==> src/hw/snd_pkg.sv <==
// Stereo up-rate shared definitions
package snd_pkg;

    // Audio sample width, one channel
    localparam int SAMPLE_W = 16;

    // Coefficients are signed Q1.14
    localparam int COEF_W    = 16;
    localparam int COEF_FRAC = 14;

    // Taps in each polyphase branch
    localparam int HALF_TAPS = 4;

    // Accumulator with headroom for four full-scale products
    localparam int ACC_W = 36;

    // Half-sample phase, tap 0 is the newest sample
    localparam logic signed [COEF_W-1:0] INTERP_COEF [HALF_TAPS] = '{
        -16'sd2048,
        16'sd10240,
        16'sd10240,
        -16'sd2048
    };

    // On-sample phase, passes the previous sample at unity gain
    localparam logic signed [COEF_W-1:0] DIRECT_COEF [HALF_TAPS] = '{
        16'sd0,
        16'sd16384,
        16'sd0,
        16'sd0
    };

    // Two phases, one gap cycle and margin for the output stage
    localparam int IN_GAP_MIN = 2 * HALF_TAPS + 4;

    // One stereo sample, seen as a whole word or split by channel
    typedef union packed {
        logic [2*SAMPLE_W-1:0] raw;
        struct packed {
            logic signed [SAMPLE_W-1:0] l;
            logic signed [SAMPLE_W-1:0] r;
        } ch;
    } stereo_word_t;

endpackage

==> src/hw/snd_hist_buf.sv <==
// Stereo sample history
`timescale 1ns/1ps

module snd_hist_buf import snd_pkg::*; (
    input  logic                       snd_sample,
    input  logic                       rst_n,
    input  logic                       in_valid,
    input  logic signed [SAMPLE_W-1:0] in_l,
    input  logic signed [SAMPLE_W-1:0] in_r,
    input  logic [1:0]                 tap_sel,
    output stereo_word_t               tap_word
);

    stereo_word_t          in_word;
    logic [2*SAMPLE_W-1:0] hist_raw [HALF_TAPS];

    // Left in the upper half, right in the lower half
    assign in_word.raw = {in_l, in_r};

    // Shift on every input strobe, bypass mode included
    always_ff @(posedge snd_sample) begin
        if (!rst_n) begin
            for (int i = 0; i < HALF_TAPS; i++) begin
                hist_raw[i] <= '0;
            end
        end else if (in_valid) begin
            hist_raw[0] <= in_word.raw;
            for (int i = 1; i < HALF_TAPS; i++) begin
                hist_raw[i] <= hist_raw[i-1];
            end
        end
    end

    // Tap 0 is the newest sample
    assign tap_word.raw = hist_raw[tap_sel];

    // The sequencer must always point at a real tap
    a_tap_sel_known: assert property (
        @(posedge snd_sample) rst_n |-> !$isunknown(tap_sel)
    ) else $error("snd_hist_buf: tap_sel unknown");

endmodule

==> src/hw/snd_phase_ctrl.sv <==
// Polyphase tap sequencer
`timescale 1ns/1ps

module snd_phase_ctrl import snd_pkg::*; (
    input  logic       snd_sample,
    input  logic       rst_n,
    input  logic       in_valid,
    output logic [1:0] tap_sel,
    output logic       phase,
    output logic       mac_en,
    output logic       mac_first,
    output logic       mac_last
);

    localparam logic [1:0] ST_IDLE = 2'd0;
    localparam logic [1:0] ST_PH0  = 2'd1;
    localparam logic [1:0] ST_GAP  = 2'd2;
    localparam logic [1:0] ST_PH1  = 2'd3;

    localparam logic [1:0] LAST_TAP = 2'(HALF_TAPS - 1);

    logic [1:0] state;
    logic [1:0] tap_cnt;

    always_ff @(posedge snd_sample) begin
        if (!rst_n) begin
            state   <= ST_IDLE;
            tap_cnt <= '0;
        end else begin
            case (state)
                ST_IDLE: begin
                    tap_cnt <= '0;
                    if (in_valid) begin
                        state <= ST_PH0;
                    end
                end
                ST_PH0: begin
                    tap_cnt <= tap_cnt + 2'd1;
                    if (tap_cnt == LAST_TAP) begin
                        state   <= ST_GAP;
                        tap_cnt <= '0;
                    end
                end
                // One spare cycle so the first result drains
                ST_GAP: begin
                    state <= ST_PH1;
                end
                default: begin
                    tap_cnt <= tap_cnt + 2'd1;
                    if (tap_cnt == LAST_TAP) begin
                        state   <= ST_IDLE;
                        tap_cnt <= '0;
                    end
                end
            endcase
        end
    end

    // Phase 0 interpolates, phase 1 is the direct sample
    assign phase     = (state == ST_PH1);
    assign mac_en    = (state == ST_PH0) || (state == ST_PH1);
    assign mac_first = mac_en && (tap_cnt == '0);
    assign mac_last  = mac_en && (tap_cnt == LAST_TAP);
    assign tap_sel   = tap_cnt;

    // No back-pressure, a new sample while busy would be lost
    a_no_input_busy: assert property (
        @(posedge snd_sample) disable iff (!rst_n)
        in_valid |-> state == ST_IDLE
    ) else $error("snd_phase_ctrl: input strobe while sequencer busy");

endmodule

==> src/hw/snd_fir_mac.sv <==
// Stereo FIR multiply-accumulate
`timescale 1ns/1ps

module snd_fir_mac import snd_pkg::*; (
    input  logic                       snd_sample,
    input  logic                       rst_n,
    input  stereo_word_t               tap_word,
    input  logic                       phase,
    input  logic                       mac_en,
    input  logic                       mac_first,
    input  logic                       mac_last,
    output logic                       res_valid,
    output logic signed [SAMPLE_W-1:0] res_l,
    output logic signed [SAMPLE_W-1:0] res_r
);

    localparam logic signed [ACC_W-1:0] ROUND_HALF = ACC_W'(1 << (COEF_FRAC - 1));
    localparam logic signed [ACC_W-1:0] SAT_HI     = ACC_W'((1 << (SAMPLE_W - 1)) - 1);
    localparam logic signed [ACC_W-1:0] SAT_LO     = -SAT_HI - ACC_W'(1);

    localparam logic [1:0] LAST_TAP = 2'(HALF_TAPS - 1);

    logic [1:0]                 tap_cnt;
    logic [1:0]                 cur_tap;
    logic signed [COEF_W-1:0]   coef;
    logic signed [2*COEF_W-1:0] mul_l;
    logic signed [2*COEF_W-1:0] mul_r;
    logic signed [ACC_W-1:0]    prod_l;
    logic signed [ACC_W-1:0]    prod_r;
    logic signed [ACC_W-1:0]    acc_l;
    logic signed [ACC_W-1:0]    acc_r;
    logic signed [ACC_W-1:0]    acc_next_l;
    logic signed [ACC_W-1:0]    acc_next_r;

    // Round to nearest, drop fraction bits, clamp to 16 bits
    function automatic logic signed [SAMPLE_W-1:0] round_sat(
        input logic signed [ACC_W-1:0] acc
    );
        logic signed [ACC_W-1:0] shf;
        shf = (acc + ROUND_HALF) >>> COEF_FRAC;
        if (shf > SAT_HI) begin
            return SAT_HI[SAMPLE_W-1:0];
        end else if (shf < SAT_LO) begin
            return SAT_LO[SAMPLE_W-1:0];
        end
        return shf[SAMPLE_W-1:0];
    endfunction

    // Local tap index follows the sequencer, restarting on mac_first
    always_ff @(posedge snd_sample) begin
        if (!rst_n) begin
            tap_cnt <= '0;
        end else if (mac_en) begin
            tap_cnt <= cur_tap + 2'd1;
        end
    end

    assign cur_tap = mac_first ? 2'd0 : tap_cnt;
    assign coef    = phase ? DIRECT_COEF[cur_tap] : INTERP_COEF[cur_tap];

    assign mul_l  = $signed(tap_word.ch.l) * coef;
    assign mul_r  = $signed(tap_word.ch.r) * coef;
    assign prod_l = ACC_W'(mul_l);
    assign prod_r = ACC_W'(mul_r);

    // First tap reloads instead of adding
    assign acc_next_l = (mac_first ? '0 : acc_l) + prod_l;
    assign acc_next_r = (mac_first ? '0 : acc_r) + prod_r;

    always_ff @(posedge snd_sample) begin
        if (mac_en) begin
            acc_l <= acc_next_l;
            acc_r <= acc_next_r;
        end
    end

    // Result lands the cycle after the last tap
    always_ff @(posedge snd_sample) begin
        if (!rst_n) begin
            res_valid <= 1'b0;
            res_l     <= '0;
            res_r     <= '0;
        end else begin
            res_valid <= mac_last;
            if (mac_last) begin
                res_l <= round_sat(acc_next_l);
                res_r <= round_sat(acc_next_r);
            end
        end
    end

    // Local tap index must agree with the sequencer's last tap
    a_last_in_run: assert property (
        @(posedge snd_sample) disable iff (!rst_n)
        mac_last |-> mac_en && cur_tap == LAST_TAP
    ) else $error("snd_fir_mac: mac_last outside an accumulate run or off the last tap");

endmodule

==> src/hw/snd_out_stage.sv <==
// Output register and bypass select
`timescale 1ns/1ps

module snd_out_stage import snd_pkg::*; (
    input  logic                       snd_sample,
    input  logic                       rst_n,
    input  logic                       enable_interp,
    input  logic                       in_valid,
    input  logic signed [SAMPLE_W-1:0] in_l,
    input  logic signed [SAMPLE_W-1:0] in_r,
    input  logic                       res_valid,
    input  logic signed [SAMPLE_W-1:0] res_l,
    input  logic signed [SAMPLE_W-1:0] res_r,
    output logic                       out_valid,
    output logic signed [SAMPLE_W-1:0] out_l,
    output logic signed [SAMPLE_W-1:0] out_r
);

    stereo_word_t sel_word;
    logic         sel_valid;

    // Pick the source pair as one word, then split it back
    assign sel_word.raw = enable_interp ? {res_l, res_r} : {in_l, in_r};
    assign sel_valid    = enable_interp ? res_valid : in_valid;

    always_ff @(posedge snd_sample) begin
        if (!rst_n) begin
            out_valid <= 1'b0;
            out_l     <= '0;
            out_r     <= '0;
        end else begin
            out_valid <= sel_valid;
            // Hold the last pair between strobes
            if (sel_valid) begin
                out_l <= sel_word.ch.l;
                out_r <= sel_word.ch.r;
            end
        end
    end

    // Results are HALF_TAPS+1 apart and inputs IN_GAP_MIN apart
    a_single_strobe: assert property (
        @(posedge snd_sample) disable iff (!rst_n)
        out_valid |=> !out_valid
    ) else $error("snd_out_stage: out_valid high on consecutive cycles");

endmodule

==> src/hw/snd_uprate2_top.sv <==
// Stereo 2x up-rate interpolator
`timescale 1ns/1ps

module snd_uprate2_top import snd_pkg::*; (
    input  logic                       snd_sample,
    input  logic                       rst_n,
    input  logic                       enable_interp,
    input  logic                       in_valid,
    input  logic signed [SAMPLE_W-1:0] in_l,
    input  logic signed [SAMPLE_W-1:0] in_r,
    output logic                       out_valid,
    output logic signed [SAMPLE_W-1:0] out_l,
    output logic signed [SAMPLE_W-1:0] out_r
);

    logic [1:0]                 tap_sel;
    stereo_word_t               tap_word;
    logic                       phase;
    logic                       mac_en;
    logic                       mac_first;
    logic                       mac_last;
    logic                       res_valid;
    logic signed [SAMPLE_W-1:0] res_l;
    logic signed [SAMPLE_W-1:0] res_r;

    snd_hist_buf u_hist (
        .snd_sample ( snd_sample ),
        .rst_n      ( rst_n      ),
        .in_valid   ( in_valid   ),
        .in_l       ( in_l       ),
        .in_r       ( in_r       ),
        .tap_sel    ( tap_sel    ),
        .tap_word   ( tap_word   )
    );

    snd_phase_ctrl u_ctrl (
        .snd_sample ( snd_sample ),
        .rst_n      ( rst_n      ),
        .in_valid   ( in_valid   ),
        .tap_sel    ( tap_sel    ),
        .phase      ( phase      ),
        .mac_en     ( mac_en     ),
        .mac_first  ( mac_first  ),
        .mac_last   ( mac_last   )
    );

    snd_fir_mac u_mac (
        .snd_sample ( snd_sample ),
        .rst_n      ( rst_n      ),
        .tap_word   ( tap_word   ),
        .phase      ( phase      ),
        .mac_en     ( mac_en     ),
        .mac_first  ( mac_first  ),
        .mac_last   ( mac_last   ),
        .res_valid  ( res_valid  ),
        .res_l      ( res_l      ),
        .res_r      ( res_r      )
    );

    snd_out_stage u_out (
        .snd_sample    ( snd_sample    ),
        .rst_n         ( rst_n         ),
        .enable_interp ( enable_interp ),
        .in_valid      ( in_valid      ),
        .in_l          ( in_l          ),
        .in_r          ( in_r          ),
        .res_valid     ( res_valid     ),
        .res_l         ( res_l         ),
        .res_r         ( res_r         ),
        .out_valid     ( out_valid     ),
        .out_l         ( out_l         ),
        .out_r         ( out_r         )
    );

endmodule

==> config.mk <==
export PLATFORM = sky130hd
export DESIGN_NAME = snd_uprate2_top
export DESIGN_NICKNAME = d
export VERILOG_FILES = /design/src/hw/snd_pkg.sv /design/src/hw/snd_hist_buf.sv /design/src/hw/snd_phase_ctrl.sv /design/src/hw/snd_fir_mac.sv /design/src/hw/snd_out_stage.sv /design/src/hw/snd_uprate2_top.sv
export SDC_FILE = /design/constraint.sdc
export NUM_CORES = 1
export LEC_CHECK = 0
export BUFFER_PORTS_ARGS = -buffer_cell sky130_fd_sc_hd__buf_2
export CORE_UTILIZATION = 50
export CTS_CLUSTER_SIZE = 14
export DETAILED_ROUTE_END_ITERATION = 8
export HOLD_SLACK_MARGIN = 0.05
export PLACE_DENSITY = 0.68
export SLEW_MARGIN = 15
export SYNTH_ARGS = -nofsm -noshare
export SYNTH_HDL_FRONTEND = slang
export SYNTH_SLANG_ARGS = --single-unit
==> constraint.sdc <==
create_clock -name snd_sample -period 11.3 [get_ports snd_sample]
set_input_delay 0.565 -clock snd_sample [delete_from_list [all_inputs] [get_ports snd_sample]]
set_output_delay 0.565 -clock snd_sample [all_outputs]
set_load 0.01 [all_outputs]
=== Word level (Yosys, flattened, before mapping) ===
Memory sizes are Yosys's and may differ from the RTL's. A register that Yosys moved wholly into a read port is not among the register bits.
Index checks and enable logic that the tools add are counted.

* Order comparisons: 5
* Add/sub/neg operators: 6
* Reductions and logical operators: 7
* Multiplexer cells: 42
* Eq/ne operators: 6
* Multipliers: 2
* Bitwise gates (word level): 5

{| class="wikitable"
|+ Operators with widths
! kind !! number
|-
| 16-bit 2-to-1 mux || 11
|-
| 32-bit 2-to-1 mux || 5
|-
| 36-bit by 15-bit adder with 36-bit output, second input constant || 2
|-
| 36-bit adder || 2
|-
| 36-bit 2-to-1 mux || 2
|-
| 16-bit binary-select mux with 2-bit select || 2
|-
| 16-bit by 16-bit multiplier with 32-bit output || 2
|-
| 22-bit by 16-bit > comparator with 1-bit output, second input constant || 2
|-
| 22-bit by 16-bit less-than comparator with 1-bit output, second input constant || 2
|-
| 2-bit 2-to-1 mux || 7
|-
| 1-bit 2-to-1 mux || 13
|-
| 2-bit equality test, second input constant || 3
|-
| 2-bit one-hot mux with 3 select lines || 1
|-
| 2-bit by 1-bit adder with 2-bit output, second input constant || 2
|-
| 2-bit zero test || 2
|-
| 2-bit inequality test, second input constant || 2
|-
| 1-bit bitwise OR || 4
|-
| 2-bit one-hot mux with 2 select lines || 1
|-
| 3-bit >= comparator, second input constant || 1
|-
| 2-bit NOT with 3-bit output || 1
|-
| 3-bit AND reduction || 1
|-
| 3-bit nonzero test || 1
|-
| 2-bit by 1-bit equality test with 1-bit output, second input constant || 1
|-
| 1-bit logical AND || 2
|-
| 1-bit logical OR || 1
|}

* Memories kept: 1
* Word-level logic and storage cells: 85
* Output and inout bits: 33
* Register bits after elaboration: 144
* Memory bits (writable): 128
* Bits of input ports: 36

{| class="wikitable"
|+ Memories
! memory !! depth !! bits a word !! rd ports !! clocked after memory_dff !! write ports !! line !! source
|-
| u_hist.hist_raw || 4 || 32 || 4 || 1 || 4 || snd_hist_buf.sv:15 || <nowiki>logic [2*SAMPLE_W-1:0] hist_raw [HALF_TAPS];</nowiki>
|}

=== Logic depth before layout (Yosys ltp) ===
Gate-level depths: netlist of run 1.

* Word-level depth: 18
* Mapped depth: 44
* Depth with buffers taken out: 42

=== Cells and area by module ===
Synthesis of run 1 repeated with hierarchy kept, for this count alone.

* Cell total of the unflattened synthesis: 1,972
* Area, all modules: 20,616.0 um^2

{| class="wikitable"
|+ Modules (own cells, without submodules)
! module !! area each (um^2) !! sequential area each (um^2) !! cells each !! times used
|-
| snd_fir_mac || 13,203.9 || 2,202.1 || 1,470 || 1
|-
| snd_hist_buf || 5,572.8 || 3,843.7 || 324 || 1
|-
| snd_out_stage || 1,555.2 || 660.6 || 146 || 1
|-
| snd_phase_ctrl || 284.0 || 80.1 || 32 || 1
|}

=== Least setup slack after synthesis of run 1 ===
No wires, ideal clock.

* Kind: register to register
* From: reg u_ctrl.state[0]
* To: reg u_mac.res_r[11]
* Required time: 11.226 ns
* Period minus slack after synthesis: 10.341 ns
* Path slack: 0.959 ns
* Arrival: 10.266 ns
* Stages on the path, launching flop included: 41
* Cell sequence: dfxtp_1 > ha_1 > nor2_1 > inv_1 > a21oi_1 > nor2_1 > clkinv_1 > clkbuf_1 > nor2_1 > fa_1 > fa_1 > fa_1 > ha_1 > ha_1 > ha_1 > ha_1 > a21o_1 > a21oi_1 > [... 5 more ...] > a2111o_1 > o211ai_1 > or4b_2 > o211ai_1 > ha_1 > a21oi_1 > o21ai_0 > a21oi_1 > nor2b_1 > or3_1 > xnor2_1 > inv_1 > nand3_1 > and4b_2 > xnor2_1 > o21ai_2 > buf_6 > a31oi_1

* Word-level cells in the longest chain between the ends: 18
* Elaborated cells between the ends (all ways): 26
* Those cells by class: add/sub (2); mul (1); order compare (2); eq/ne (2); mux (15); bitwise (1); reduce/logical (3)

{| class="wikitable"
|+ Ends and longest elaborated chain
! item !! line !! source
|-
| start, declared || snd_phase_ctrl.sv:22 || <nowiki>logic [1:0] state;</nowiki>
|-
| start signal, assigned || snd_phase_ctrl.sv:27 || <nowiki>state <= ST_IDLE;</nowiki>
|-
| start signal, assigned || snd_phase_ctrl.sv:34 || <nowiki>state <= ST_PH0;</nowiki>
|-
| start signal, assigned || snd_phase_ctrl.sv:40 || <nowiki>state <= ST_GAP;</nowiki>
|-
| 2-bit by 1-bit equality test with 1-bit output or 2-bit equality test (tied branches) || snd_phase_ctrl.sv:61 || <nowiki>assign mac_en = (state == ST_PH0) || (state == ST_PH1);</nowiki>
|-
| 1-bit logical OR * || snd_phase_ctrl.sv:61 ||
|-
| net mac_en || snd_uprate2_top.sv:19 || <nowiki>logic mac_en;</nowiki>
|-
| 1-bit logical AND * || snd_phase_ctrl.sv:62 || <nowiki>assign mac_first = mac_en && (tap_cnt == '0);</nowiki>
|-
| 2-bit 2-to-1 mux || snd_fir_mac.sv:58 || <nowiki>assign cur_tap = mac_first ? 2'd0 : tap_cnt;</nowiki>
|-
| 2-bit NOT with 3-bit output (implied by the code) || snd_fir_mac.sv:59 || <nowiki>assign coef = phase ? DIRECT_COEF[cur_tap] : INTERP_COEF[cur_tap];</nowiki>
|-
| 16-bit binary-select mux with 2-bit select || snd_fir_mac.sv:59 ||
|-
| 16-bit 2-to-1 mux (implied by the code) (2 in a row) || snd_fir_mac.sv:59 ||
|-
| [... 3 more ...] || -- ||
|-
| net u_mac.acc_next_r[33] || snd_fir_mac.sv:33 || <nowiki>logic signed [ACC_W-1:0] acc_next_r;</nowiki>
|-
| 36-bit by 15-bit adder with 36-bit output * || snd_fir_mac.sv:40 || <nowiki>shf = (acc + ROUND_HALF) >>> COEF_FRAC;</nowiki>
|-
| 22-bit by 16-bit less-than comparator with 1-bit output || snd_fir_mac.sv:43 || <nowiki>end else if (shf < SAT_LO) begin</nowiki>
|-
| 1-bit 2-to-1 mux || snd_fir_mac.sv:43 ||
|-
| 1-bit 2-to-1 mux || snd_fir_mac.sv:41 || <nowiki>if (shf > SAT_HI) begin</nowiki>
|-
| 1-bit 2-to-1 mux || snd_fir_mac.sv:85 || <nowiki>if (mac_last) begin</nowiki>
|-
| 1-bit 2-to-1 mux || snd_fir_mac.sv:79 || <nowiki>if (!rst_n) begin</nowiki>
|-
| 16-bit 2-to-1 mux * || snd_fir_mac.sv:46 || <nowiki>return shf[SAMPLE_W-1:0];</nowiki>
|-
| end signal, assigned || snd_fir_mac.sv:87 || <nowiki>res_r <= round_sat(acc_next_r);</nowiki>
|-
| end, declared || snd_fir_mac.sv:14 || <nowiki>output logic signed [SAMPLE_W-1:0] res_r</nowiki>
|}

Mark *: on every way through the listed nets, which the timed path passes. The rest lies on a longest branch. The select of a mux whose other input is x is not followed.
A chain may end at the register's enable or synchronous reset.

=== Final worst setup path of run 1 ===
* From: reg u_ctrl.state[0]
* To: reg u_mac.res_r[10]

The elaborated chain is that of the path after synthesis.

==> impl_metrics.env, run 1 <==
export IMPL_floorplan_core_area_sq_um=41200
export IMPL_antenna_cell_count=0
export IMPL_mostFrequentLayoutCells="223 x sky130_fd_sc_hd__ha_1, 178 x sky130_fd_sc_hd__edfxtp_1, 176 x sky130_fd_sc_hd__inv_1, 144 x sky130_fd_sc_hd__and3_1, 127 x sky130_fd_sc_hd__nand2_1"
export IMPL_portion_of_the_clock_cycle_consumed_by_the_worst_path_in_the_final_layout_pct=92.96
export IMPL_syn2layout_area_growth_pct=7.884
export IMPL_worstHoldPathCells=2
export IMPL_critical_path_max_stage_delay_ns=0.61
export IMPL_post_route_util_pct=55.14
export IMPL_route_detailed_drc=0
export IMPL_synthFlopType="sky130_fd_sc_hd__edfxtp_1"
export IMPL_worst_setup_path_end_kind="flip-flop"
export IMPL_grt_max_degree=116
export IMPL_worst_slack_ns=0.7953
export IMPL_tightest_slew_ns=1.018
export IMPL_routed_wl_um=48250
export IMPL_multi_input_area_sq_um=13140
export IMPL_htreeDepth=1
export IMPL_overflow=0
export IMPL_yosys_register_bits=252
export IMPL_crit_reg2reg_launch="u_ctrl.state[0]$_SDFFE_PN0P_"
export IMPL_port_buffers=68
export IMPL_critical_path_peak_fanout=41
export IMPL_drt_pass1_iterations=5
export IMPL_worst_r2r_cell_count=40
export IMPL_groute_layer_met1_usage_pct=28.87
export IMPL_seq_area_frac_synth_pct=32.42
export IMPL_cts_inserted_buffers=28
export IMPL_finalHoldViolCount=0
export IMPL_grt_antenna_before_repair=0
export IMPL_worst_skew_pair_late_latency_ns=0.56
export IMPL_timing_clock_skew_ns=0.01292
export IMPL_crit_path_start_kind="flip-flop"
export IMPL_worst_r2r_setup_slack_ns=0.80
export IMPL_groute_layer_met3_usage_pct=1.891
export IMPL_layout_drive_gt1_share_pct=10.24
export IMPL_synth_largest_type_area_fraction_pct=25.38
export IMPL_cp_arrival_ns=10.98
export IMPL_io_pins=69
export IMPL_synth_edff_count=178
export IMPL_timing_setup_tns_ns=0
export IMPL_clock_root_buffer="sky130_fd_sc_hd__clkbuf_16"
export IMPL_net_count_synth=2409
export IMPL_slew_headroom_pct=32.15
export IMPL_dp_hpwl_um=35940
export IMPL_first_iter_violations=979
export IMPL_synth_area_leaders="sky130_fd_sc_hd__edfxtp_1 25%, sky130_fd_sc_hd__ha_1 13%, sky130_fd_sc_hd__fa_1 9.7%"
export IMPL_worst_r2r_endpoint="u_mac.res_r[10]$_SDFFE_PN0P_"
export IMPL_place_ws_ns=0.7523
export IMPL_run_status="finished clean"
export IMPL_avg_cell_area_syn_sq_um=10.28
export IMPL_clock_sink_count=252
export IMPL_busiest_metal_layer_after_global_routing="met2"
export IMPL_die_h_um=207.2
export IMPL_ys_warns=0
export IMPL_hold_path_end="u_hist.hist_raw[0][17]$_SDFFCE_PN0P_"
export IMPL_hold_start="in_l[1]"
export IMPL_vias_per_cell=5.851
export IMPL_routedWlPerCell_um=18.41
export IMPL_post_synth_instance_area_sq_um=21060
export IMPL_crit_start="u_ctrl.state[0]$_SDFFE_PN0P_"
export IMPL_stdcell_count=2621
export IMPL_use_met2_pct=39.11
export IMPL_worst_path_max_delay_cell="sky130_fd_sc_hd__or4b_2"
export IMPL_setup_violations_final=0
export IMPL_grt_total_usage_pct=22.32
export IMPL_cts_hold_fix_buffers=0
export IMPL_hold_path_class="primary input to flip-flop"
export IMPL_max_freq_ghz=0.09520
export IMPL_placedCellCount=2566
export IMPL_number_of_nets_in_the_layout=2428
export IMPL_ys_types=104
export IMPL_fillerInstances=3603
export IMPL_grt_pass1_vias=14940
export IMPL_post_synth_inst_count=2048
export IMPL_ys_async_sr_fraction_pct=0
export IMPL_via_count=15340
export IMPL_final_weighted_congestion_in_routability_driven_placement=0.8550
export IMPL_fp_row_count=74
export IMPL_cts_path_max_buffers=3
export IMPL_timing_max_cap_violations=0
export IMPL_path_clk_slew_ns=0.06
export IMPL_die_w_um=207.2
export IMPL_grt_first_pass_wirelength_um=77960
export IMPL_drt_antenna_violating_nets=0
export IMPL_synth_area_leader_cell="sky130_fd_sc_hd__edfxtp_1"
export IMPL_grt_setup_unrepaired="no"
export IMPL_timing_critical_path_required_ns=11.78
export IMPL_critPathKind="flip-flop to flip-flop"
export IMPL_drv_slew=0
export IMPL_start_util_pct=51.11
export IMPL_final_common_cell="sky130_fd_sc_hd__ha_1"
export IMPL_cts_tree="yes"
export IMPL_period_needed_ns=10.50
export IMPL_area_enclosed_by_the_die_boundary_sq_um=42940
export IMPL_final_seq_area_sq_um=6828
[per-layer routing]
layer  vias up  wire [um]
met3        76       1540
met4         0       1776
met1      7526      20870
li1       7416          -
met5         -          0
met2       318      24060
[cells by family (layout without fill, tap and decap cells)]
logic type / after synthesis / count (layout) / share of synthesized area (%)
multiplexers: 69 / 69 / 5.217
AND/OR/NAND/NOR: 680 / 680 / 17.85
XOR/XNOR: 100 / 100 / 4.230
adder cells (fa/ha/maj): 325 / 325 / 22.95
AO/OA/AOI/OAI: 344 / 344 / 12.06
buffers and inverters: 278 / 319 / 5.282
flip-flops: 252 / 252 / 32.42
[sequential cells by signal (all words and copies together) (netlist names), named ones only]
| name | cells |
|---|---|
| u_hist.hist_raw | 128 |
| u_mac.acc_l | 25 |
| u_mac.acc_r | 25 |
| u_mac.res_l | 16 |
| u_mac.res_r | 16 |
| u_out.out_l | 16 |
| u_out.out_r | 16 |
| u_ctrl.state | 2 |
| u_ctrl.tap_sel | 2 |
| u_mac.tap_cnt | 2 |
| u_mac.res_valid | 1 |
| u_out.out_valid | 1 |
[layout make-up]
class	instances	area share, %
timing repair buffer	88	2.170
sequential	252	30.05
clock inverter	11	0.3910
inverter	179	2.957
tap	532	2.930
multi-input combinational	1518	57.83
clock buffer	41	3.673
[Yosys cell counts (9+ instances only)]
| cell type | instances |
|---|---|
| sky130_fd_sc_hd__and2_1 | 85 |
| sky130_fd_sc_hd__nor2b_1 | 71 |
| sky130_fd_sc_hd__nor4_1 | 9 |
| sky130_fd_sc_hd__clkbuf_1 | 75 |
| sky130_fd_sc_hd__xnor2_1 | 71 |
| sky130_fd_sc_hd__dfxtp_1 | 74 |
| sky130_fd_sc_hd__nand3_1 | 33 |
| sky130_fd_sc_hd__mux4_2 | 32 |
| sky130_fd_sc_hd__nand2b_1 | 14 |
| sky130_fd_sc_hd__nor2_1 | 93 |
| sky130_fd_sc_hd__o211a_1 | 38 |
| sky130_fd_sc_hd__ha_1 | 223 |
| sky130_fd_sc_hd__o21bai_1 | 11 |
| sky130_fd_sc_hd__nand2_1 | 127 |
| sky130_fd_sc_hd__inv_1 | 177 |
| sky130_fd_sc_hd__a31oi_1 | 25 |
| sky130_fd_sc_hd__nor3_1 | 21 |
| sky130_fd_sc_hd__o211ai_1 | 14 |
| sky130_fd_sc_hd__nand4_1 | 17 |
| sky130_fd_sc_hd__a211oi_1 | 14 |
| sky130_fd_sc_hd__o21a_1 | 12 |
| sky130_fd_sc_hd__or3_1 | 10 |
| sky130_fd_sc_hd__xor2_1 | 28 |
| sky130_fd_sc_hd__a21o_1 | 15 |
| sky130_fd_sc_hd__edfxtp_1 | 178 |
| sky130_fd_sc_hd__mux2i_1 | 34 |
| sky130_fd_sc_hd__o21ai_0 | 52 |
| sky130_fd_sc_hd__a21oi_1 | 65 |
| sky130_fd_sc_hd__nand3b_1 | 9 |
| sky130_fd_sc_hd__fa_1 | 102 |
| sky130_fd_sc_hd__and3_1 | 144 |
[worst max-delay path by stage]
stage | to | slack, ns | depth (start not counted)
6_report | u_mac.res_r[10]$_SDFFE_PN0P_ | 0.80 | 40
5_1_grt | u_mac.res_r[8]$_SDFFE_PN0P_ | 0.06 | 40
2_1_floorplan | u_mac.res_r[11]$_SDFFE_PN0P_ | 0.96 | 40
4_1_cts | u_mac.res_r[10]$_SDFFE_PN0P_ | 0.69 | 39
3_5_place_dp | u_mac.res_r[10]$_SDFFE_PN0P_ | 0.75 | 39
3_3_place_gp | u_mac.res_r[0]$_SDFFE_PN0P_ | 1.02 | 39
[timing repair]
action | 4_1_cts | 5_1_grt
resized for setup | 0 | 1
buffers inserted | 0 | 3
setup endpoints to repair | 0 | 30
[metrics by stage]
step,instance area (sq um),hold slack [ns]
after floorplan,21060,0.4445
after global routing,22720,0.3244
final,22720,0.3236
after detailed placement,21770,0.4826
after global placement,21770,0.4758
after CTS,22690,0.3046
[critical path, delay by kind of cell, from the launching register on]
kind,cells,cell delay (ns)
AO/OA/AOI/OAI,16,2.88
XOR/XNOR,2,0.60
adder cells (fa/ha/maj),9,3.22
buffers and inverters,5,1.36
flip-flops,1,0.41
AND/OR/NAND/NOR,8,1.93
Power of run 1 is not shown: default switching activity piles up to over one toggle a cycle in this logic, so the estimate is an artifact.
==> run 2: changes to the inputs <==
--- a/config.mk
+++ b/config.mk
@@ -10,7 +10,7 @@
 export CTS_CLUSTER_SIZE = 14
 export DETAILED_ROUTE_END_ITERATION = 8
 export HOLD_SLACK_MARGIN = 0.05
-export PLACE_DENSITY = 0.68
+export PLACE_DENSITY_LB_ADDON = 0.08
 export SLEW_MARGIN = 15
 export SYNTH_ARGS = -nofsm -noshare
 export SYNTH_HDL_FRONTEND = slang
==> run 2 against run 1 <==
  * Routed wire length is 3.5% higher
  * Non-clock buffer count is 2 lower
  * Sequential cell count unchanged
  * Die area unchanged
  * Cell count rose by 0.11%
  * Critical endpoint is now u_mac.res_r[0]$_SDFFE_PN0P_
  * Clock-buffer cell count down 6
==> impl_metrics.env, run 2 (synthesis gave the netlist of run 1 again) <==
export IMPL_mostFrequentLayoutCells="223 x sky130_fd_sc_hd__ha_1, 178 x sky130_fd_sc_hd__edfxtp_1, 176 x sky130_fd_sc_hd__inv_1, 144 x sky130_fd_sc_hd__and3_1, 127 x sky130_fd_sc_hd__nand2_1"
export IMPL_cts_tree="yes"
export IMPL_floorplan_core_area_sq_um=41200
export IMPL_routed_wl_um=49950
export IMPL_antenna_cell_count=0
export IMPL_io_pins=69
export IMPL_cts_inserted_buffers=30
export IMPL_setup_violations_final=0
export IMPL_drt_antenna_violating_nets=0
export IMPL_hold_path_end="u_hist.hist_raw[0][27]$_SDFFCE_PN0P_"
export IMPL_timing_critical_path_required_ns=11.78
export IMPL_dp_hpwl_um=37130
export IMPL_largestRegisters="u_hist.hist_raw x128, u_mac.acc_l x25, u_mac.acc_r x25"
export IMPL_hold_start="in_l[11]"
export IMPL_cp_arrival_ns=11.08
export IMPL_drv_slew=0
export IMPL_critPathKind="flip-flop to flip-flop"
export IMPL_final_common_cell="sky130_fd_sc_hd__ha_1"
export IMPL_clock_root_buffer="sky130_fd_sc_hd__clkbuf_16"
export IMPL_port_buffers=68
export IMPL_grt_first_pass_wirelength_um=79890
export IMPL_clock_sink_count=252
export IMPL_start_util_pct=51.11
export IMPL_use_met2_pct=40.70
export IMPL_max_freq_ghz=0.09434
export IMPL_first_iter_violations=1140
export IMPL_busiest_metal_layer_after_global_routing="met2"
export IMPL_slew_headroom_pct=27.14
export IMPL_via_count=15350
export IMPL_tightest_slew_ns=1.093
export IMPL_overflow=0
export IMPL_die_h_um=207.2
export IMPL_syn2layout_area_growth_pct=7.854
export IMPL_route_detailed_drc=0
export IMPL_worstHoldPathCells=2
export IMPL_critical_path_max_stage_delay_ns=0.61
export IMPL_fp_row_count=74
export IMPL_crit_reg2reg_launch="u_ctrl.state[0]$_SDFFE_PN0P_"
export IMPL_timing_max_cap_violations=0
export IMPL_largest_register_ff_count=128
export IMPL_die_w_um=207.2
export IMPL_number_of_nets_in_the_layout=2429
export IMPL_hold_path_class="primary input to flip-flop"
export IMPL_cts_path_max_buffers=3
export IMPL_worst_r2r_setup_slack_ns=0.70
export IMPL_grt_max_degree=132
export IMPL_grt_total_usage_pct=23.01
export IMPL_period_needed_ns=10.60
export IMPL_postCtsSetupBuffers=0
export IMPL_path_delay_family="adder cells"
export IMPL_cts_hold_fix_buffers=0
export IMPL_groute_layer_met1_usage_pct=29.81
export IMPL_crit_path_start_kind="flip-flop"
export IMPL_final_weighted_congestion_in_routability_driven_placement=0.9198
export IMPL_path_clk_slew_ns=0.06
export IMPL_finalHoldViolCount=0
export IMPL_htreeDepth=1
export IMPL_worst_r2r_endpoint="u_mac.res_r[0]$_SDFFE_PN0P_"
export IMPL_worst_setup_path_end_kind="flip-flop"
export IMPL_area_enclosed_by_the_die_boundary_sq_um=42940
export IMPL_worst_path_buf_inv=4
export IMPL_portion_of_the_clock_cycle_consumed_by_the_worst_path_in_the_final_layout_pct=93.81
export IMPL_vias_per_cell=5.848
export IMPL_worst_r2r_cell_count=39
export IMPL_critical_path_peak_fanout=41
export IMPL_grt_pass1_vias=15040
export IMPL_worst_path_max_delay_cell="sky130_fd_sc_hd__or4b_2"
export IMPL_post_route_util_pct=55.13
export IMPL_worst_skew_pair_late_latency_ns=0.59
export IMPL_layout_drive_gt1_share_pct=10.47
export IMPL_routedWlPerCell_um=19.04
export IMPL_drt_pass1_iterations=5
export IMPL_largest_register="u_hist.hist_raw"
export IMPL_run_status="finished clean"
export IMPL_grt_antenna_before_repair=1
export IMPL_groute_layer_met3_usage_pct=2.496
export IMPL_timing_clock_skew_ns=0.02590
[run 2: cell count changes in the layout (fill, tap and decap cells not counted), moves of 2 or more]
cell,before,now
sky130_fd_sc_hd__buf_4,21,19
sky130_fd_sc_hd__inv_6,0,3
sky130_fd_sc_hd__clkbuf_16,32,30
sky130_fd_sc_hd__clkinv_4,1,3
sky130_fd_sc_hd__clkbuf_8,0,2
sky130_fd_sc_hd__clkbuf_1,9,3
sky130_fd_sc_hd__clkinv_1,2,7
[run 2: layer usage]
layer	vias to the layer above	routed length, um	part of all wire [%]
li1	7418	-	-
met5	-	10	0.020
met4	2	1343	2.7
met3	78	1564	3.1
met2	249	24940	50
met1	7599	22090	44
[run 2: worst register-to-register path, delay by kind of cell, from the launching register on]
family / cells / cell delay (ns)
DFF: 1 / 0.41
and+or+nand+nor: 8 / 2.20
xor gates and xnor gates: 2 / 0.64
AOI/OAI and AO/OA: 16 / 3.05
buffers and inverters: 4 / 1.04
adders and majority gates: 9 / 3.18
[run 2: cell type report]
class | count | area (sq um)
clock buffer | 35 | 789.5
clock inverter | 21 | 135.1
fill | 3651 | 18490
inverter | 179 | 675.6
multi-input combinational | 1518 | 13140
sequential | 252 | 6828
tap | 532 | 665.6
timing repair buffer | 86 | 478.0
timing repair inverter | 1 | 5.005
[run 2: worst max-delay path by stage]
| stage | endpoint | depth (start not counted) | start | slack (ns) |
|---|---|---|---|---|
| 2_1_floorplan | u_mac.res_r[11]$_SDFFE_PN0P_ | 40 | u_ctrl.state[0]$_SDFFE_PN0P_ | 0.96 |
| 3_3_place_gp | u_mac.res_r[8]$_SDFFE_PN0P_ | 39 | u_ctrl.state[0]$_SDFFE_PN0P_ | 0.71 |
| 3_5_place_dp | u_mac.res_r[0]$_SDFFE_PN0P_ | 39 | u_ctrl.state[0]$_SDFFE_PN0P_ | 0.50 |
| 4_1_cts | u_mac.res_r[0]$_SDFFE_PN0P_ | 39 | u_ctrl.state[1]$_SDFFE_PN0P_ | 0.41 |
| 5_1_grt | u_mac.res_r[0]$_SDFFE_PN0P_ | 39 | u_ctrl.state[1]$_SDFFE_PN0P_ | -0.02 |
| 6_report | u_mac.res_r[0]$_SDFFE_PN0P_ | 39 | u_ctrl.state[0]$_SDFFE_PN0P_ | 0.70 |
[run 2: timing repair]
action	in CTS	in global routing
resized for setup	0	2
endpoints found under the hold margin	0	0
setup endpoints to repair	0	30
[run 2: stage by stage]
step	TNS, ns	cells	hold WS, ns	cell area, sq um	worst slack [ns]
global placement	0	2567	0.4746	21770	0.7096
CTS	0	2623	0.2742	22700	0.4077
global route	-0.03109	2624	0.2914	22710	-0.01656
floorplan	0	2048	0.4445	21060	0.9593
detailed placement	0	2567	0.4745	21770	0.4998
finish	0	2624	0.3038	22710	0.6997
Power of run 2 is left out for the same reason.
==> run 3: changes to the inputs <==
--- a/config.mk
+++ b/config.mk
@@ -5,8 +5,10 @@
 export SDC_FILE = /design/constraint.sdc
 export NUM_CORES = 1
 export LEC_CHECK = 0
+export ABC_AREA = 1
 export BUFFER_PORTS_ARGS = -buffer_cell sky130_fd_sc_hd__buf_2
 export CORE_UTILIZATION = 50
+export CTS_BUF_LIST = sky130_fd_sc_hd__clkbuf_16
 export CTS_CLUSTER_SIZE = 14
 export DETAILED_ROUTE_END_ITERATION = 8
 export HOLD_SLACK_MARGIN = 0.05
==> constraint.sdc (replaced) <==
create_clock -name snd_sample -period 11.3 [get_ports snd_sample]
set_input_delay 1.13 -clock snd_sample [delete_from_list [all_inputs] [get_ports snd_sample]]
set_output_delay 1.13 -clock snd_sample [all_outputs]
set_load 0.01 [all_outputs]
==> run 3 against run 2 <==
  * Clock-buffer cell count decreased by 3
  * Highest routed layer unchanged
  * Sequential cell count unchanged
  * Register-to-register slack improved by 0.45 ns
  * Non-clock buffer count decreased by 3
  * Worst setup slack improved by 0.45 ns
  * Die area increased by 6.7%
  * Largest cell class unchanged
  * Clock skew decreased by 0.015 ns
  * First-iteration DRC count increased by 9.9%
  * Synthesized cell count increased by 48%
  * Routed wire length increased by 24%
  * Utilization decreased by 0.22 points
  * Synthesized area increased by 6.7%
==> impl_metrics.env, run 3 <==
export IMPL_run_status="finished clean"
export IMPL_synth_area_leader_cell="sky130_fd_sc_hd__edfxtp_1"
export IMPL_routed_wl_um=61940
export IMPL_worstHoldPathCells=2
export IMPL_avg_cell_area_syn_sq_um=7.397
export IMPL_syn2layout_area_growth_pct=8.279
export IMPL_timing_clock_skew_ns=0.01122
export IMPL_grt_setup_unrepaired="no"
export IMPL_wirelength_met1_um=27150
export IMPL_setup_violations_final=0
export IMPL_largestRegisters="u_hist.hist_raw x128, u_mac.acc_l x25, u_mac.acc_r x25"
export IMPL_slew_headroom_pct=31.08
export IMPL_grt_antenna_before_repair=1
export IMPL_worst_skew_pair_late_latency_ns=0.58
export IMPL_wl_met2_um=30220
export IMPL_via_count=19170
export IMPL_htreeDepth=1
export IMPL_area_enclosed_by_the_die_boundary_sq_um=45800
export IMPL_ys_warns=0
export IMPL_path_clk_slew_ns=0.06
export IMPL_number_of_nets_in_the_layout=3428
export IMPL_grt_max_degree=81
export IMPL_critPathKind="flip-flop to flip-flop"
export IMPL_worst_path_max_delay_cell="sky130_fd_sc_hd__fa_1"
export IMPL_drv_slew=0
export IMPL_grt_total_usage_pct=26.93
export IMPL_cts_hold_fix_buffers=0
export IMPL_drt_pass1_iterations=5
export IMPL_crit_path_start_kind="flip-flop"
export IMPL_period_needed_ns=10.15
export IMPL_yosys_register_bits=252
export IMPL_post_synth_instance_area_sq_um=22470
export IMPL_synthFlopType="sky130_fd_sc_hd__edfxtp_1"
export IMPL_clock_sink_count=252
export IMPL_dp_hpwl_um=49320
export IMPL_start_util_pct=50.71
export IMPL_die_w_um=214.0
export IMPL_overflow=0
export IMPL_grt_first_pass_wirelength_um=98530
export IMPL_mostFrequentLayoutCells="572 x sky130_fd_sc_hd__inv_1, 566 x sky130_fd_sc_hd__nand2_1, 493 x sky130_fd_sc_hd__nor2_1, 251 x sky130_fd_sc_hd__a21oi_1, 223 x sky130_fd_sc_hd__ha_1"
export IMPL_postCtsSetupBuffers=0
export IMPL_tightest_slew_ns=1.034
export IMPL_final_weighted_congestion_in_routability_driven_placement=0.9013
export IMPL_portion_of_the_clock_cycle_consumed_by_the_worst_path_in_the_final_layout_pct=89.84
export IMPL_layout_drive_gt1_share_pct=7.025
export IMPL_post_synth_top_cells="569 x sky130_fd_sc_hd__inv_1, 568 x sky130_fd_sc_hd__nand2_1, 494 x sky130_fd_sc_hd__nor2_1, 251 x sky130_fd_sc_hd__a21oi_1, 223 x sky130_fd_sc_hd__ha_1"
export IMPL_met3WireLength_um=2587
export IMPL_grt_pass1_vias=18840
export IMPL_port_buffers=68
export IMPL_routedWlPerCell_um=16.82
export IMPL_vias_per_cell=5.206
export IMPL_cts_tree="yes"
export IMPL_ys_async_sr_fraction_pct=0
export IMPL_net_count_synth=3399
export IMPL_floorplan_core_area_sq_um=44320
export IMPL_largest_register_ff_count=128
export IMPL_hold_start="u_mac.res_l[15]$_SDFFE_PN0P_"
export IMPL_clock_root_buffer="sky130_fd_sc_hd__clkbuf_16"
export IMPL_critical_path_max_stage_delay_ns=0.56
export IMPL_highest_routing_layer_actually_used="met5"
export IMPL_ys_types=44
export IMPL_seq_area_frac_synth_pct=30.38
export IMPL_worst_r2r_cell_count=55
export IMPL_cts_inserted_buffers=29
export IMPL_synth_most_common_cell="sky130_fd_sc_hd__inv_1"
export IMPL_worst_r2r_endpoint="u_mac.res_l[7]$_SDFFE_PN0P_"
export IMPL_hold_path_end="u_mac.res_l[15]$_SDFFE_PN0P_"
export IMPL_cts_path_max_buffers=3
export IMPL_critical_path_peak_fanout=16
export IMPL_post_synth_inst_count=3038
export IMPL_fp_row_count=77
export IMPL_finalHoldViolCount=0
export IMPL_hold_path_class="flip-flop to flip-flop"
export IMPL_die_h_um=214.0
export IMPL_largest_register="u_hist.hist_raw"
export IMPL_synth_edff_count=178
export IMPL_first_iter_violations=1253
export IMPL_cp_arrival_ns=10.62
export IMPL_worst_setup_path_end_kind="flip-flop"
export IMPL_timing_max_cap_violations=0
export IMPL_fillerInstances=4393
export IMPL_timing_setup_tns_ns=0
export IMPL_crit_reg2reg_launch="u_ctrl.state[1]$_SDFFE_PN0P_"
export IMPL_worst_r2r_setup_slack_ns=1.15
export IMPL_most_frequent_cp_cell="sky130_fd_sc_hd__nand2_1"
export IMPL_synth_area_leaders="sky130_fd_sc_hd__edfxtp_1 24%, sky130_fd_sc_hd__ha_1 12%, sky130_fd_sc_hd__inv_1 9.5%"
export IMPL_io_pins=69
export IMPL_timing_critical_path_required_ns=11.77
export IMPL_synth_largest_type_area_fraction_pct=23.78
export IMPL_number_of_resized_instances_in_the_post_cts_repair_step=0
export IMPL_drt_antenna_violating_nets=0
export IMPL_max_freq_ghz=0.09850
export IMPL_final_common_cell="sky130_fd_sc_hd__inv_1"
export IMPL_route_detailed_drc=0
==> run 3: cell type report <==
type	instances	area, sq um	area share [%]
timing repair buffer	83	452.9	1.861
sequential	252	6830	28.07
multi-input combinational	2113	13120	53.90
inverter	588	2207	9.070
clock buffer	32	800.8	3.291
antenna	1	2.502	0.01028
tap	592	740.7	3.044
clock inverter	21	183.9	0.7559
==> run 3: how the worst max path moves through the flow <==
stage | start | to | cells past startpoint
3_3_place_gp | u_ctrl.state[1]$_SDFFE_PN0P_ | u_mac.res_r[7]$_SDFFE_PN0P_ | 52
4_1_cts | u_ctrl.state[1]$_SDFFE_PN0P_ | u_mac.res_r[11]$_SDFFE_PN0P_ | 52
5_1_grt | u_ctrl.state[1]$_SDFFE_PN0P_ | u_mac.res_r[11]$_SDFFE_PN0P_ | 55
3_5_place_dp | u_ctrl.state[1]$_SDFFE_PN0P_ | u_mac.res_r[11]$_SDFFE_PN0P_ | 52
6_report | u_ctrl.state[1]$_SDFFE_PN0P_ | u_mac.res_l[7]$_SDFFE_PN0P_ | 55
2_1_floorplan | u_ctrl.state[0]$_SDFFE_PN0P_ | u_mac.res_r[10]$_SDFFE_PN0P_ | 60
==> run 3: cell families after synthesis <==
group	share of synthesized area [%]
AOI/OAI and AO/OA	9.454
xor gates and xnor gates	2.801
adders and majority gates	21.50
buffers and inverters	11.39
DFF	30.38
and+or+nand+nor	24.48
==> run 3: through the flow <==
step           std cells  hold slack, ns  worst slack (ns)  util, %  area [sq um]
6_report            3682          0.4737             1.148    54.91         24330
5_1_grt             3681          0.4838            0.3260    54.90         24330
4_1_cts             3681          0.4763             1.173    54.90         24330
3_5_place_dp        3628          0.4677             1.195    52.68         23350
3_3_place_gp        3628          0.4621             1.395    52.68         23350
2_1_floorplan       3038          0.4457             1.620        -         22470
==> run 3: critical path: cells and delay by family, from the launching register on <==
| family | cells | cell delay, ns |
|---|---|---|
| simple gates | 31 | 4.01 |
| fa+ha+maj | 9 | 3.44 |
| buf+inv | 11 | 1.54 |
| compound gates | 3 | 0.48 |
| flops | 1 | 0.39 |
| xor+xnor | 1 | 0.17 |
==> run 3: layer usage <==
metal  global-route usage [%]  vias up
met2                    47.22      420
met5                        0        -
met4                    8.585        2
met1                    34.46     8973
li1                         -     9675
met3                    3.127       97
Power of run 3 is left out for the same reason.
